--- src/soc_io_pkg.sv ---
// Bus types, register offsets and game pad timing shared by every RTL file through scoped names
package soc_io_pkg;

	typedef logic [11:0] bus_addr_t;
	typedef logic [31:0] bus_data_t;
	typedef logic [3:0] bus_strb_t;
	typedef logic [1:0] bus_resp_t;

	// One bit per button, 1 means pressed
	typedef logic [7:0] pad_buttons_t;
	typedef logic [2:0] pad_bit_idx_t;
	typedef logic [5:0] ram_index_t;

	typedef enum logic [1:0] {
		idle,
		latch,
		clock_low,
		clock_high
	} pad_seq_state_t;

	localparam bus_resp_t RESP_OKAY = 2'd0;
	localparam bus_resp_t RESP_SLVERR = 2'd2;

	localparam bus_data_t SOC_IO_ID = 32'h50AD_0001;

	// Register offsets
	localparam bus_addr_t REG_ID_OFFSET = 12'h000;
	localparam bus_addr_t REG_CYCLES_OFFSET = 12'h004;
	localparam bus_addr_t REG_PADS_OFFSET = 12'h008;
	localparam bus_addr_t RAM_BASE_OFFSET = 12'h100;
	localparam int RAM_WORDS = 64;

	localparam int PAD_COUNT = 2;
	localparam int PAD_BITS = 8;
	// One tick every 512 clocks, 32 ticks per frame
	localparam int PAD_TICK_CYCLES = 512;
	localparam int PAD_FRAME_TICKS = 32;

endpackage
--- src/pad_seq_if.sv ---
// Shared pad latch, clock and sample timing from the sequencer to the pad readers
`timescale 1ns/10ps

interface pad_seq_if;

	logic latch;
	logic clock;
	logic sample;
	soc_io_pkg::pad_bit_idx_t bit_idx;
	logic frame_done;

	modport source (output latch, clock, sample, bit_idx, frame_done);

	modport sink (input latch, clock, sample, bit_idx, frame_done);

endinterface

--- src/reg_bus_if.sv ---
// Single register access channel from the AXI-Lite port to the register map
`timescale 1ns/10ps

interface reg_bus_if;

	logic req;
	logic write;
	soc_io_pkg::bus_addr_t addr;
	soc_io_pkg::bus_data_t wdata;
	soc_io_pkg::bus_strb_t wstrb;
	soc_io_pkg::bus_data_t rdata;
	logic ack;
	// Unmapped address or write to a read-only register
	logic err;

	modport initiator (output req, write, addr, wdata, wstrb, input rdata, ack, err);

	modport target (input req, write, addr, wdata, wstrb, output rdata, ack, err);

endinterface

--- src/soc_io_top.sv ---
// Top level of the memory-mapped I/O block with the AXI-Lite port and the game pad pins
`timescale 1ns/10ps

module soc_io_top (
	input logic clk_50mhz,
	input logic resetn,

	input soc_io_pkg::bus_addr_t awaddr,
	input logic awvalid,
	output logic awready,
	input soc_io_pkg::bus_data_t wdata,
	input soc_io_pkg::bus_strb_t wstrb,
	input logic wvalid,
	output logic wready,
	output soc_io_pkg::bus_resp_t bresp,
	output logic bvalid,
	input logic bready,
	input soc_io_pkg::bus_addr_t araddr,
	input logic arvalid,
	output logic arready,
	output soc_io_pkg::bus_data_t rdata,
	output soc_io_pkg::bus_resp_t rresp,
	output logic rvalid,
	input logic rready,

	output logic pad_latch,
	output logic pad_clock,
	input logic [soc_io_pkg::PAD_COUNT-1:0] pad_data
);

	reg_bus_if reg_bus ();
	pad_seq_if pad_seq ();

	soc_io_pkg::pad_buttons_t pad_buttons [soc_io_pkg::PAD_COUNT];

	axil_slave_port axil_slave_port_inst (
		.clk_50mhz(clk_50mhz),
		.resetn(resetn),
		.awaddr(awaddr),
		.awvalid(awvalid),
		.awready(awready),
		.wdata(wdata),
		.wstrb(wstrb),
		.wvalid(wvalid),
		.wready(wready),
		.bresp(bresp),
		.bvalid(bvalid),
		.bready(bready),
		.araddr(araddr),
		.arvalid(arvalid),
		.arready(arready),
		.rdata(rdata),
		.rresp(rresp),
		.rvalid(rvalid),
		.rready(rready),
		.bus(reg_bus)
	);

	pad_sequencer pad_sequencer_inst (
		.clk_50mhz(clk_50mhz),
		.resetn(resetn),
		.seq(pad_seq)
	);

	// Latch and clock are shared by all pads
	assign pad_latch = pad_seq.latch;
	assign pad_clock = pad_seq.clock;

	for (genvar i = 0; i < soc_io_pkg::PAD_COUNT; i++) begin : g_pad
		pad_reader pad_reader_inst (
			.clk_50mhz(clk_50mhz),
			.resetn(resetn),
			.seq(pad_seq),
			.pad_data(pad_data[i]),
			.buttons(pad_buttons[i])
		);
	end

	io_register_map io_register_map_inst (
		.clk_50mhz(clk_50mhz),
		.resetn(resetn),
		.bus(reg_bus),
		.pad_buttons(pad_buttons)
	);

endmodule

--- src/io_register_map.sv ---
// Decodes register bus accesses into the ID, cycle counter, pad and scratch RAM registers
`timescale 1ns/10ps

module io_register_map (
	input logic clk_50mhz,
	input logic resetn,
	reg_bus_if.target bus,
	input soc_io_pkg::pad_buttons_t pad_buttons [soc_io_pkg::PAD_COUNT]
);

	logic start;
	logic in_ram;
	logic reg_err;
	logic ack_q;
	logic err_q;
	logic ram_sel_q;
	soc_io_pkg::bus_addr_t ram_offset;
	soc_io_pkg::bus_strb_t ram_we;
	soc_io_pkg::bus_data_t ram_rdata;
	soc_io_pkg::bus_data_t pads_word;
	soc_io_pkg::bus_data_t reg_rdata;
	soc_io_pkg::bus_data_t rdata_q;
	soc_io_pkg::bus_data_t cycle_count;

	// req stays up during the ack cycle
	assign start = bus.req && !ack_q;

	assign ram_offset = bus.addr - soc_io_pkg::RAM_BASE_OFFSET;
	assign in_ram = (bus.addr >= soc_io_pkg::RAM_BASE_OFFSET) &&
		(ram_offset < soc_io_pkg::bus_addr_t'(soc_io_pkg::RAM_WORDS * 4));
	assign ram_we = (start && bus.write && in_ram) ? bus.wstrb : '0;

	scratch_ram scratch_ram_inst (
		.clk_50mhz(clk_50mhz),
		.byte_we(ram_we),
		.index(ram_offset[$bits(soc_io_pkg::ram_index_t) + 1:2]),
		.wdata(bus.wdata),
		.rdata(ram_rdata)
	);

	// Pad n in byte n
	always_comb begin
		pads_word = '0;
		for (int n = 0; n < soc_io_pkg::PAD_COUNT; n++) begin
			pads_word[n * soc_io_pkg::PAD_BITS +: soc_io_pkg::PAD_BITS] = pad_buttons[n];
		end
	end

	always_comb begin
		reg_rdata = '0;
		reg_err = 1'b0;
		if (!in_ram) begin
			if (bus.write) begin
				reg_err = 1'b1;
			end else begin
				case (bus.addr)
					soc_io_pkg::REG_ID_OFFSET: reg_rdata = soc_io_pkg::SOC_IO_ID;
					soc_io_pkg::REG_CYCLES_OFFSET: reg_rdata = cycle_count;
					soc_io_pkg::REG_PADS_OFFSET: reg_rdata = pads_word;
					default: reg_err = 1'b1;
				endcase
			end
		end
	end

	always_ff @(posedge clk_50mhz) begin
		if (!resetn) begin
			ack_q <= 1'b0;
			cycle_count <= '0;
		end else begin
			ack_q <= start;
			cycle_count <= cycle_count + 1'b1;
		end
	end

	always_ff @(posedge clk_50mhz) begin
		if (start) begin
			rdata_q <= reg_rdata;
			err_q <= reg_err;
			ram_sel_q <= in_ram;
		end
	end

	// RAM data arrives in the ack cycle
	assign bus.rdata = ram_sel_q ? ram_rdata : rdata_q;
	assign bus.err = err_q;
	assign bus.ack = ack_q;

endmodule

--- src/scratch_ram.sv ---
// Word scratch memory with per-byte write enables and registered read data
`timescale 1ns/10ps

module scratch_ram (
	input logic clk_50mhz,
	input soc_io_pkg::bus_strb_t byte_we,
	input soc_io_pkg::ram_index_t index,
	input soc_io_pkg::bus_data_t wdata,
	output soc_io_pkg::bus_data_t rdata
);

	soc_io_pkg::bus_data_t mem [soc_io_pkg::RAM_WORDS];

	always_ff @(posedge clk_50mhz) begin
		for (int lane = 0; lane < $bits(soc_io_pkg::bus_strb_t); lane++) begin
			if (byte_we[lane]) begin
				mem[index][lane * 8 +: 8] <= wdata[lane * 8 +: 8];
			end
		end
	end

	// Old word comes back when the same address is written
	always_ff @(posedge clk_50mhz) begin
		rdata <= mem[index];
	end

endmodule

--- src/pad_reader.sv ---
// Collects one pad's serial button bits and publishes the whole byte at the end of each frame
`timescale 1ns/10ps

module pad_reader (
	input logic clk_50mhz,
	input logic resetn,
	pad_seq_if.sink seq,
	input logic pad_data,
	output soc_io_pkg::pad_buttons_t buttons
);

	soc_io_pkg::pad_buttons_t working;

	// Pad line is low while a button is pressed
	always_ff @(posedge clk_50mhz) begin
		if (seq.sample) begin
			working[seq.bit_idx] <= ~pad_data;
		end
	end

	// Software only sees complete frames
	always_ff @(posedge clk_50mhz) begin
		if (!resetn) begin
			buttons <= '0;
		end else if (seq.frame_done) begin
			buttons <= working;
		end
	end

endmodule

--- src/pad_sequencer.sv ---
// Divides the clock into pad ticks and steps the latch, clock and sample timing of each frame
`timescale 1ns/10ps

module pad_sequencer (
	input logic clk_50mhz,
	input logic resetn,
	pad_seq_if.source seq
);

	logic [$clog2(soc_io_pkg::PAD_TICK_CYCLES)-1:0] div_cnt;
	logic [$clog2(soc_io_pkg::PAD_FRAME_TICKS)-1:0] frame_cnt;
	logic tick;
	logic sample;
	soc_io_pkg::pad_seq_state_t state;
	soc_io_pkg::pad_bit_idx_t bit_idx;
	logic frame_done;

	assign tick = (div_cnt == soc_io_pkg::PAD_TICK_CYCLES - 1);
	// Last cycle of each clock low phase
	assign sample = (state == soc_io_pkg::clock_low) && tick;

	assign seq.latch = (state == soc_io_pkg::latch);
	assign seq.clock = (state != soc_io_pkg::clock_low);
	assign seq.sample = sample;
	assign seq.bit_idx = bit_idx;
	assign seq.frame_done = frame_done;

	always_ff @(posedge clk_50mhz) begin
		if (!resetn) begin
			div_cnt <= '0;
			frame_cnt <= '0;
			state <= soc_io_pkg::idle;
			bit_idx <= '0;
			frame_done <= 1'b0;
		end else begin
			div_cnt <= tick ? '0 : div_cnt + 1'b1;
			frame_done <= sample && (bit_idx == soc_io_pkg::PAD_BITS - 1);
			if (tick) begin
				frame_cnt <= (frame_cnt == soc_io_pkg::PAD_FRAME_TICKS - 1) ? '0 : frame_cnt + 1'b1;
				case (state)
					soc_io_pkg::idle: begin
						if (frame_cnt == soc_io_pkg::PAD_FRAME_TICKS - 1) begin
							state <= soc_io_pkg::latch;
						end
					end
					soc_io_pkg::latch: begin
						bit_idx <= '0;
						state <= soc_io_pkg::clock_low;
					end
					soc_io_pkg::clock_low: begin
						state <= soc_io_pkg::clock_high;
					end
					default: begin
						if (bit_idx == soc_io_pkg::PAD_BITS - 1) begin
							state <= soc_io_pkg::idle;
						end else begin
							bit_idx <= bit_idx + 1'b1;
							state <= soc_io_pkg::clock_low;
						end
					end
				endcase
			end
		end
	end

endmodule

--- src/axil_slave_port.sv ---
// AXI-Lite slave that turns each bus transaction into one access on the internal register bus
`timescale 1ns/10ps

module axil_slave_port (
	input logic clk_50mhz,
	input logic resetn,

	input soc_io_pkg::bus_addr_t awaddr,
	input logic awvalid,
	output logic awready,
	input soc_io_pkg::bus_data_t wdata,
	input soc_io_pkg::bus_strb_t wstrb,
	input logic wvalid,
	output logic wready,
	output soc_io_pkg::bus_resp_t bresp,
	output logic bvalid,
	input logic bready,
	input soc_io_pkg::bus_addr_t araddr,
	input logic arvalid,
	output logic arready,
	output soc_io_pkg::bus_data_t rdata,
	output soc_io_pkg::bus_resp_t rresp,
	output logic rvalid,
	input logic rready,

	reg_bus_if.initiator bus
);

	typedef enum logic [1:0] {
		axil_idle,
		axil_access,
		axil_wr_resp,
		axil_rd_resp
	} axil_state_t;

	axil_state_t state;
	logic write_q;
	soc_io_pkg::bus_addr_t addr_q;
	soc_io_pkg::bus_data_t wdata_q;
	soc_io_pkg::bus_strb_t wstrb_q;
	soc_io_pkg::bus_data_t rdata_q;
	soc_io_pkg::bus_resp_t resp_q;

	// Reads win over writes when both are pending
	assign arready = (state == axil_idle) && arvalid;
	assign awready = (state == axil_idle) && !arvalid && awvalid && wvalid;
	assign wready = awready;

	assign bus.req = (state == axil_access);
	assign bus.write = write_q;
	assign bus.addr = addr_q;
	assign bus.wdata = wdata_q;
	assign bus.wstrb = wstrb_q;

	assign rvalid = (state == axil_rd_resp);
	assign bvalid = (state == axil_wr_resp);
	assign rdata = rdata_q;
	assign rresp = resp_q;
	assign bresp = resp_q;

	always_ff @(posedge clk_50mhz) begin
		if (!resetn) begin
			state <= axil_idle;
		end else begin
			case (state)
				axil_idle: begin
					if (arready || awready) begin
						state <= axil_access;
					end
				end
				axil_access: begin
					if (bus.ack) begin
						state <= write_q ? axil_wr_resp : axil_rd_resp;
					end
				end
				axil_wr_resp: begin
					if (bready) begin
						state <= axil_idle;
					end
				end
				default: begin
					if (rready) begin
						state <= axil_idle;
					end
				end
			endcase
		end
	end

	always_ff @(posedge clk_50mhz) begin
		if (arready) begin
			addr_q <= araddr;
			write_q <= 1'b0;
		end else if (awready) begin
			addr_q <= awaddr;
			wdata_q <= wdata;
			wstrb_q <= wstrb;
			write_q <= 1'b1;
		end
		// Response held until the manager takes it
		if (bus.req && bus.ack) begin
			rdata_q <= bus.rdata;
			resp_q <= bus.err ? soc_io_pkg::RESP_SLVERR : soc_io_pkg::RESP_OKAY;
		end
	end

endmodule

--- config.mk ---
export PLATFORM = sky130hd
export DESIGN_NAME = soc_io_top
export DESIGN_NICKNAME = d
export VERILOG_FILES = /design/src/soc_io_pkg.sv /design/src/pad_seq_if.sv /design/src/reg_bus_if.sv /design/src/soc_io_top.sv /design/src/io_register_map.sv /design/src/scratch_ram.sv /design/src/pad_reader.sv /design/src/pad_sequencer.sv /design/src/axil_slave_port.sv
export SDC_FILE = /design/constraint.sdc
export NUM_CORES = 2
export LEC_CHECK = 0
export BUFFER_PORTS_ARGS = -buffer_cell sky130_fd_sc_hd__buf_2
export CORE_MARGIN = 5
export CORE_UTILIZATION = 45
export CTS_BUF_LIST = sky130_fd_sc_hd__clkbuf_16
export DETAILED_ROUTE_END_ITERATION = 6
export GPL_ROUTABILITY_DRIVEN = 0
export PLACE_DENSITY_LB_ADDON = 0.08
export SLEW_MARGIN = 20
export SYNTH_ARGS = -nofsm -noshare
export SYNTH_HDL_FRONTEND = slang
export SYNTH_HIERARCHICAL = 1
export SYNTH_SLANG_ARGS = --single-unit
--- constraint.sdc ---
create_clock -name clk_50mhz -period 10.6 [get_ports clk_50mhz]
set_input_delay 0.53 -clock clk_50mhz [delete_from_list [all_inputs] [get_ports clk_50mhz]]
set_output_delay 0.53 -clock clk_50mhz [all_outputs]
set_load 0.02 [all_outputs]
==> metrics.csv <==
metric,value,unit
Worst VDD drop,0.200,mV
Post-Route WL,273,mm
total number of vias,50600,
syn_area_per_cell,17.0,µm²
Seq pwr share,0.467,
Iter 0 DRT Violations,5786,
Synth top area share,0.749,
status,completed,
root buf cell,clkbuf_16,
Die Width,451,µm
Die Ht,451,µm
"Seq/Total Area, Yosys",0.773,
initial antenna violation count,15,
power share of the combinational group,0.182,
worst hold margin,0.0777,ns
first-pass GRT wire length,383,mm
number of H-tree levels,4,
I/O pins,112,
Crit. End Element,register,
Net Switching,6.47,mW
final number of setup-violating endpoints,0,
Max Root-Sink Buffers,3,
GRT Max-Usage Layer,met2,
vias per cell,6.31,
setup TNS,0,ns
final core utilization,0.509,
cells after synthesis,5126,
vias in the first global route,49400,
DRC,0,
Tot GR Track Use,0.263,
CP Class,reg -> reg,
cts bufs inserted,231,
switch share,0.294,
CORE AREA,193000,µm²
clock sinks,2283,
Layout fillers,15700,
setup repair bufs after CTS,0,
min Tclk post-route,5.16,ns
Post-Layout Cell Count,8015,
FF-to-FF Start,axil_slave_port_inst/bus.addr[2]$_DFFE_PP_,
Synth area leaders,"edfxtp_1 (75%), mux2i_1 (2.9%), a221oi_1 (2.8%), a22oi_1 (2.5%), dfxtp_1 (2.4%)",
met2 Track Usage GR,0.418,
number of synthesized register bits,2283,
M1 GR Usage,0.368,
slowest cell on the critical path,nor2_1,
layout cell share with drive strength beyond 1,0.134,
Cells after DPL,7523,
leakage power total,31.0,nW
Tcrit/Tclk final,0.487,
Worst-Margin Slew,1.20,ns
worst clock skew,0.0372,ns
"Net count, final",5366,
Tot Pwr,22.0,mW
routed len/inst,34.0,µm
Fin. Hold Viols,0,
"Top cell by count, worst path",buf_4,
signal arrival time at the worst endpoint,5.64,ns
CP Launch Type,register,
Max Clock Freq,194,MHz
Slew HR,0.201,
maxcap violations,0,
Crit path max-delay family,simple AND/OR/NAND/NOR gates,
library cells used by synthesis,82,
Post-synth ARST share,0,
Yosys warning count,6,
crit path buf inv count,2,
Post-synth EDFFs,2179,
cells along the critical path,buf_4 -> nor2b_4 -> buf_4 -> nand2_4 -> nor2_1,
hold path start,pad_data[1],
Worst-Skew Late Latency,0.87,ns
pwr dens,224,nW/µm²
number of port buffers,109,
worst path required time,11.08,ns
Main synth FF type,edfxtp_1,
DIE AREA,203000,µm²
fin. max-slew vios,0,
CP startpoint,axil_slave_port_inst/bus.addr[2]$_DFFE_PP_,
Worst-path clk slew,0.06,ns
CTS tree,yes,
gr ovfl total,0,
synthesized cell area,87400,µm²
leading area contributor after synthesis,edfxtp_1,
Detailed Routing Iterations Pass 1,6,
CTS resizes,0,
GR Layer Usage met3,0.0478,
area delta synth->final,12.3,%
clock power share,0.351,
Final ANT Viol Nets,0,
starting density of the core,0.453,
largest net degree at the start of global routing,117,
min-delay worst type,in -> reg,
unrepaired setup endpoints after global routing,false,
CP max stage delay,0.92,ns
cell-internal power,15.5,mW
Final HPWL DP,160,mm
row cnt,161,
critical-path maximum fanout,48,
==> cell usage after synthesis, types with 33 or more instances <==
library cell     n
o21ai_0        137
mux2i_1        255
buf_4           34
nand2_1        100
o22ai_1        163
clkbuf_1       159
a221oi_1       281
mux4_2          72
a22oi_1        289
nor3_1          33
buf_2          103
a21oi_1        101
mux2_2          65
dfxtp_1        104
o221ai_1        46
nor2_1         479
edfxtp_1      2179
buf_1           35
==> cell type report <==
class | count | area [µm²] | share of cell area
antenna | 11 | 27.5 | 0.000280
sequential | 2283 | 67500 | 0.688
timing repair buffer | 286 | 2060 | 0.0210
clock inverter | 191 | 1240 | 0.0127
clock buffer | 235 | 5880 | 0.0599
inverter | 24 | 97.6 | 0.000994
tap | 2526 | 3160 | 0.0322
multi-input combinational | 2459 | 18200 | 0.185
==> cells in the final DEF (no fill, tap or decap), types with 84 or more instances in the layout <==
master and instances:
buf_4 118, o22ai_1 163, a22oi_1 289, edfxtp_1 2179
o21ai_0 137, a21oi_1 101, dfxtp_1 104, inv_1 84
nor2_1 470, buf_2 109, clkbuf_16 235, a221oi_1 281
nand2_1 92, mux2i_1 255
==> worst reg2reg max path: stages (launching register included) <==
cell	delay [ns]
edfxtp_1	0.76
buf_4	0.76
nor2b_4	0.93
buf_4	0.62
nand2_4	0.77
nor2_1	0.94
==> power groups by stage <==
stage               sequential (mW)  combinational (mW)  clock [mW]
floorplan                      10.4                2.21           0
global placement               10.5                3.96           0
detailed placement             10.5                3.95           0
CTS                            10.3                3.99        7.85
global route                   10.3                4.16        8.22
finish                         10.3                4.01        7.72
==> flip-flops by register name (all words and copies together) (netlist names) <==
register	flops
axil_slave_port_inst/bresp	1
axil_slave_port_inst/bus.addr	12
axil_slave_port_inst/bus.wdata	32
axil_slave_port_inst/bus.write	1
axil_slave_port_inst/bus.wstrb	4
axil_slave_port_inst/rdata	32
axil_slave_port_inst/state	2
g_pad.pad_reader_inst/buttons	16
g_pad.pad_reader_inst/working	16
io_register_map_inst/bus.ack	1
io_register_map_inst/bus.err	1
io_register_map_inst/cycle_count	32
io_register_map_inst/ram_sel_q	1
io_register_map_inst/rdata_q	32
io_register_map_inst/scratch_ram_inst/mem	2048
io_register_map_inst/scratch_ram_inst/rdata	32
pad_sequencer_inst/div_cnt	9
pad_sequencer_inst/frame_cnt	5
pad_sequencer_inst/seq.bit_idx	3
pad_sequencer_inst/seq.frame_done	1
pad_sequencer_inst/state	2
==> cells by family (layout without fill, tap and decap cells) <==
family | after synthesis | in the layout | share of synthesized area
AOI/OAI and AO/OA | 1193 | 1193 | 0.101
adders and majority gates | 12 | 12 | 0.00172
buffers and inverters | 385 | 736 | 0.0220
DFF | 2283 | 2283 | 0.773
other | 1 | 13 | 0.0000429
and+or+nand+nor | 829 | 829 | 0.0433
muxes | 408 | 408 | 0.0582
xor gates and xnor gates | 15 | 15 | 0.00150
==> repair_timing <==
item                                    CTS  global route
hold buffers                             55             0
endpoints found under the hold margin    53             0
endpoints found under the setup margin    0             0
==> final timing paths <==
path / end / slack, ns / cells after the start
min reg2reg: axil_slave_port_inst/bresp[1]$_DFFE_PP_ / 0.44 / 0
max reg2reg: io_register_map_inst/scratch_ram_inst/mem[21][14]$_DFFE_PP_ / 5.44 / 5
max: io_register_map_inst/scratch_ram_inst/mem[21][14]$_DFFE_PP_ / 5.44 / 5
min: g_pad[1].pad_reader_inst/working[4]$_DFFE_PP_ / 0.08 / 2
==> routing by layer <==
metal	vias up	wire length [µm]	part of all wire
met5	-	13	0.000048
met4	2	9710	0.036
met3	442	20700	0.076
met2	2313	128000	0.47
met1	26500	114000	0.42
li1	21300	-	-
==> through the flow <==
stage | cell area (µm²) | setup slack [ns]
floorplan | 87400 | 6.02
global placement | 90400 | 5.64
detailed placement | 90400 | 5.53
CTS | 98100 | 5.50
global route | 98100 | 5.38
finish | 98100 | 5.44
No activity file was read; power rests on OpenSTA's default activity.
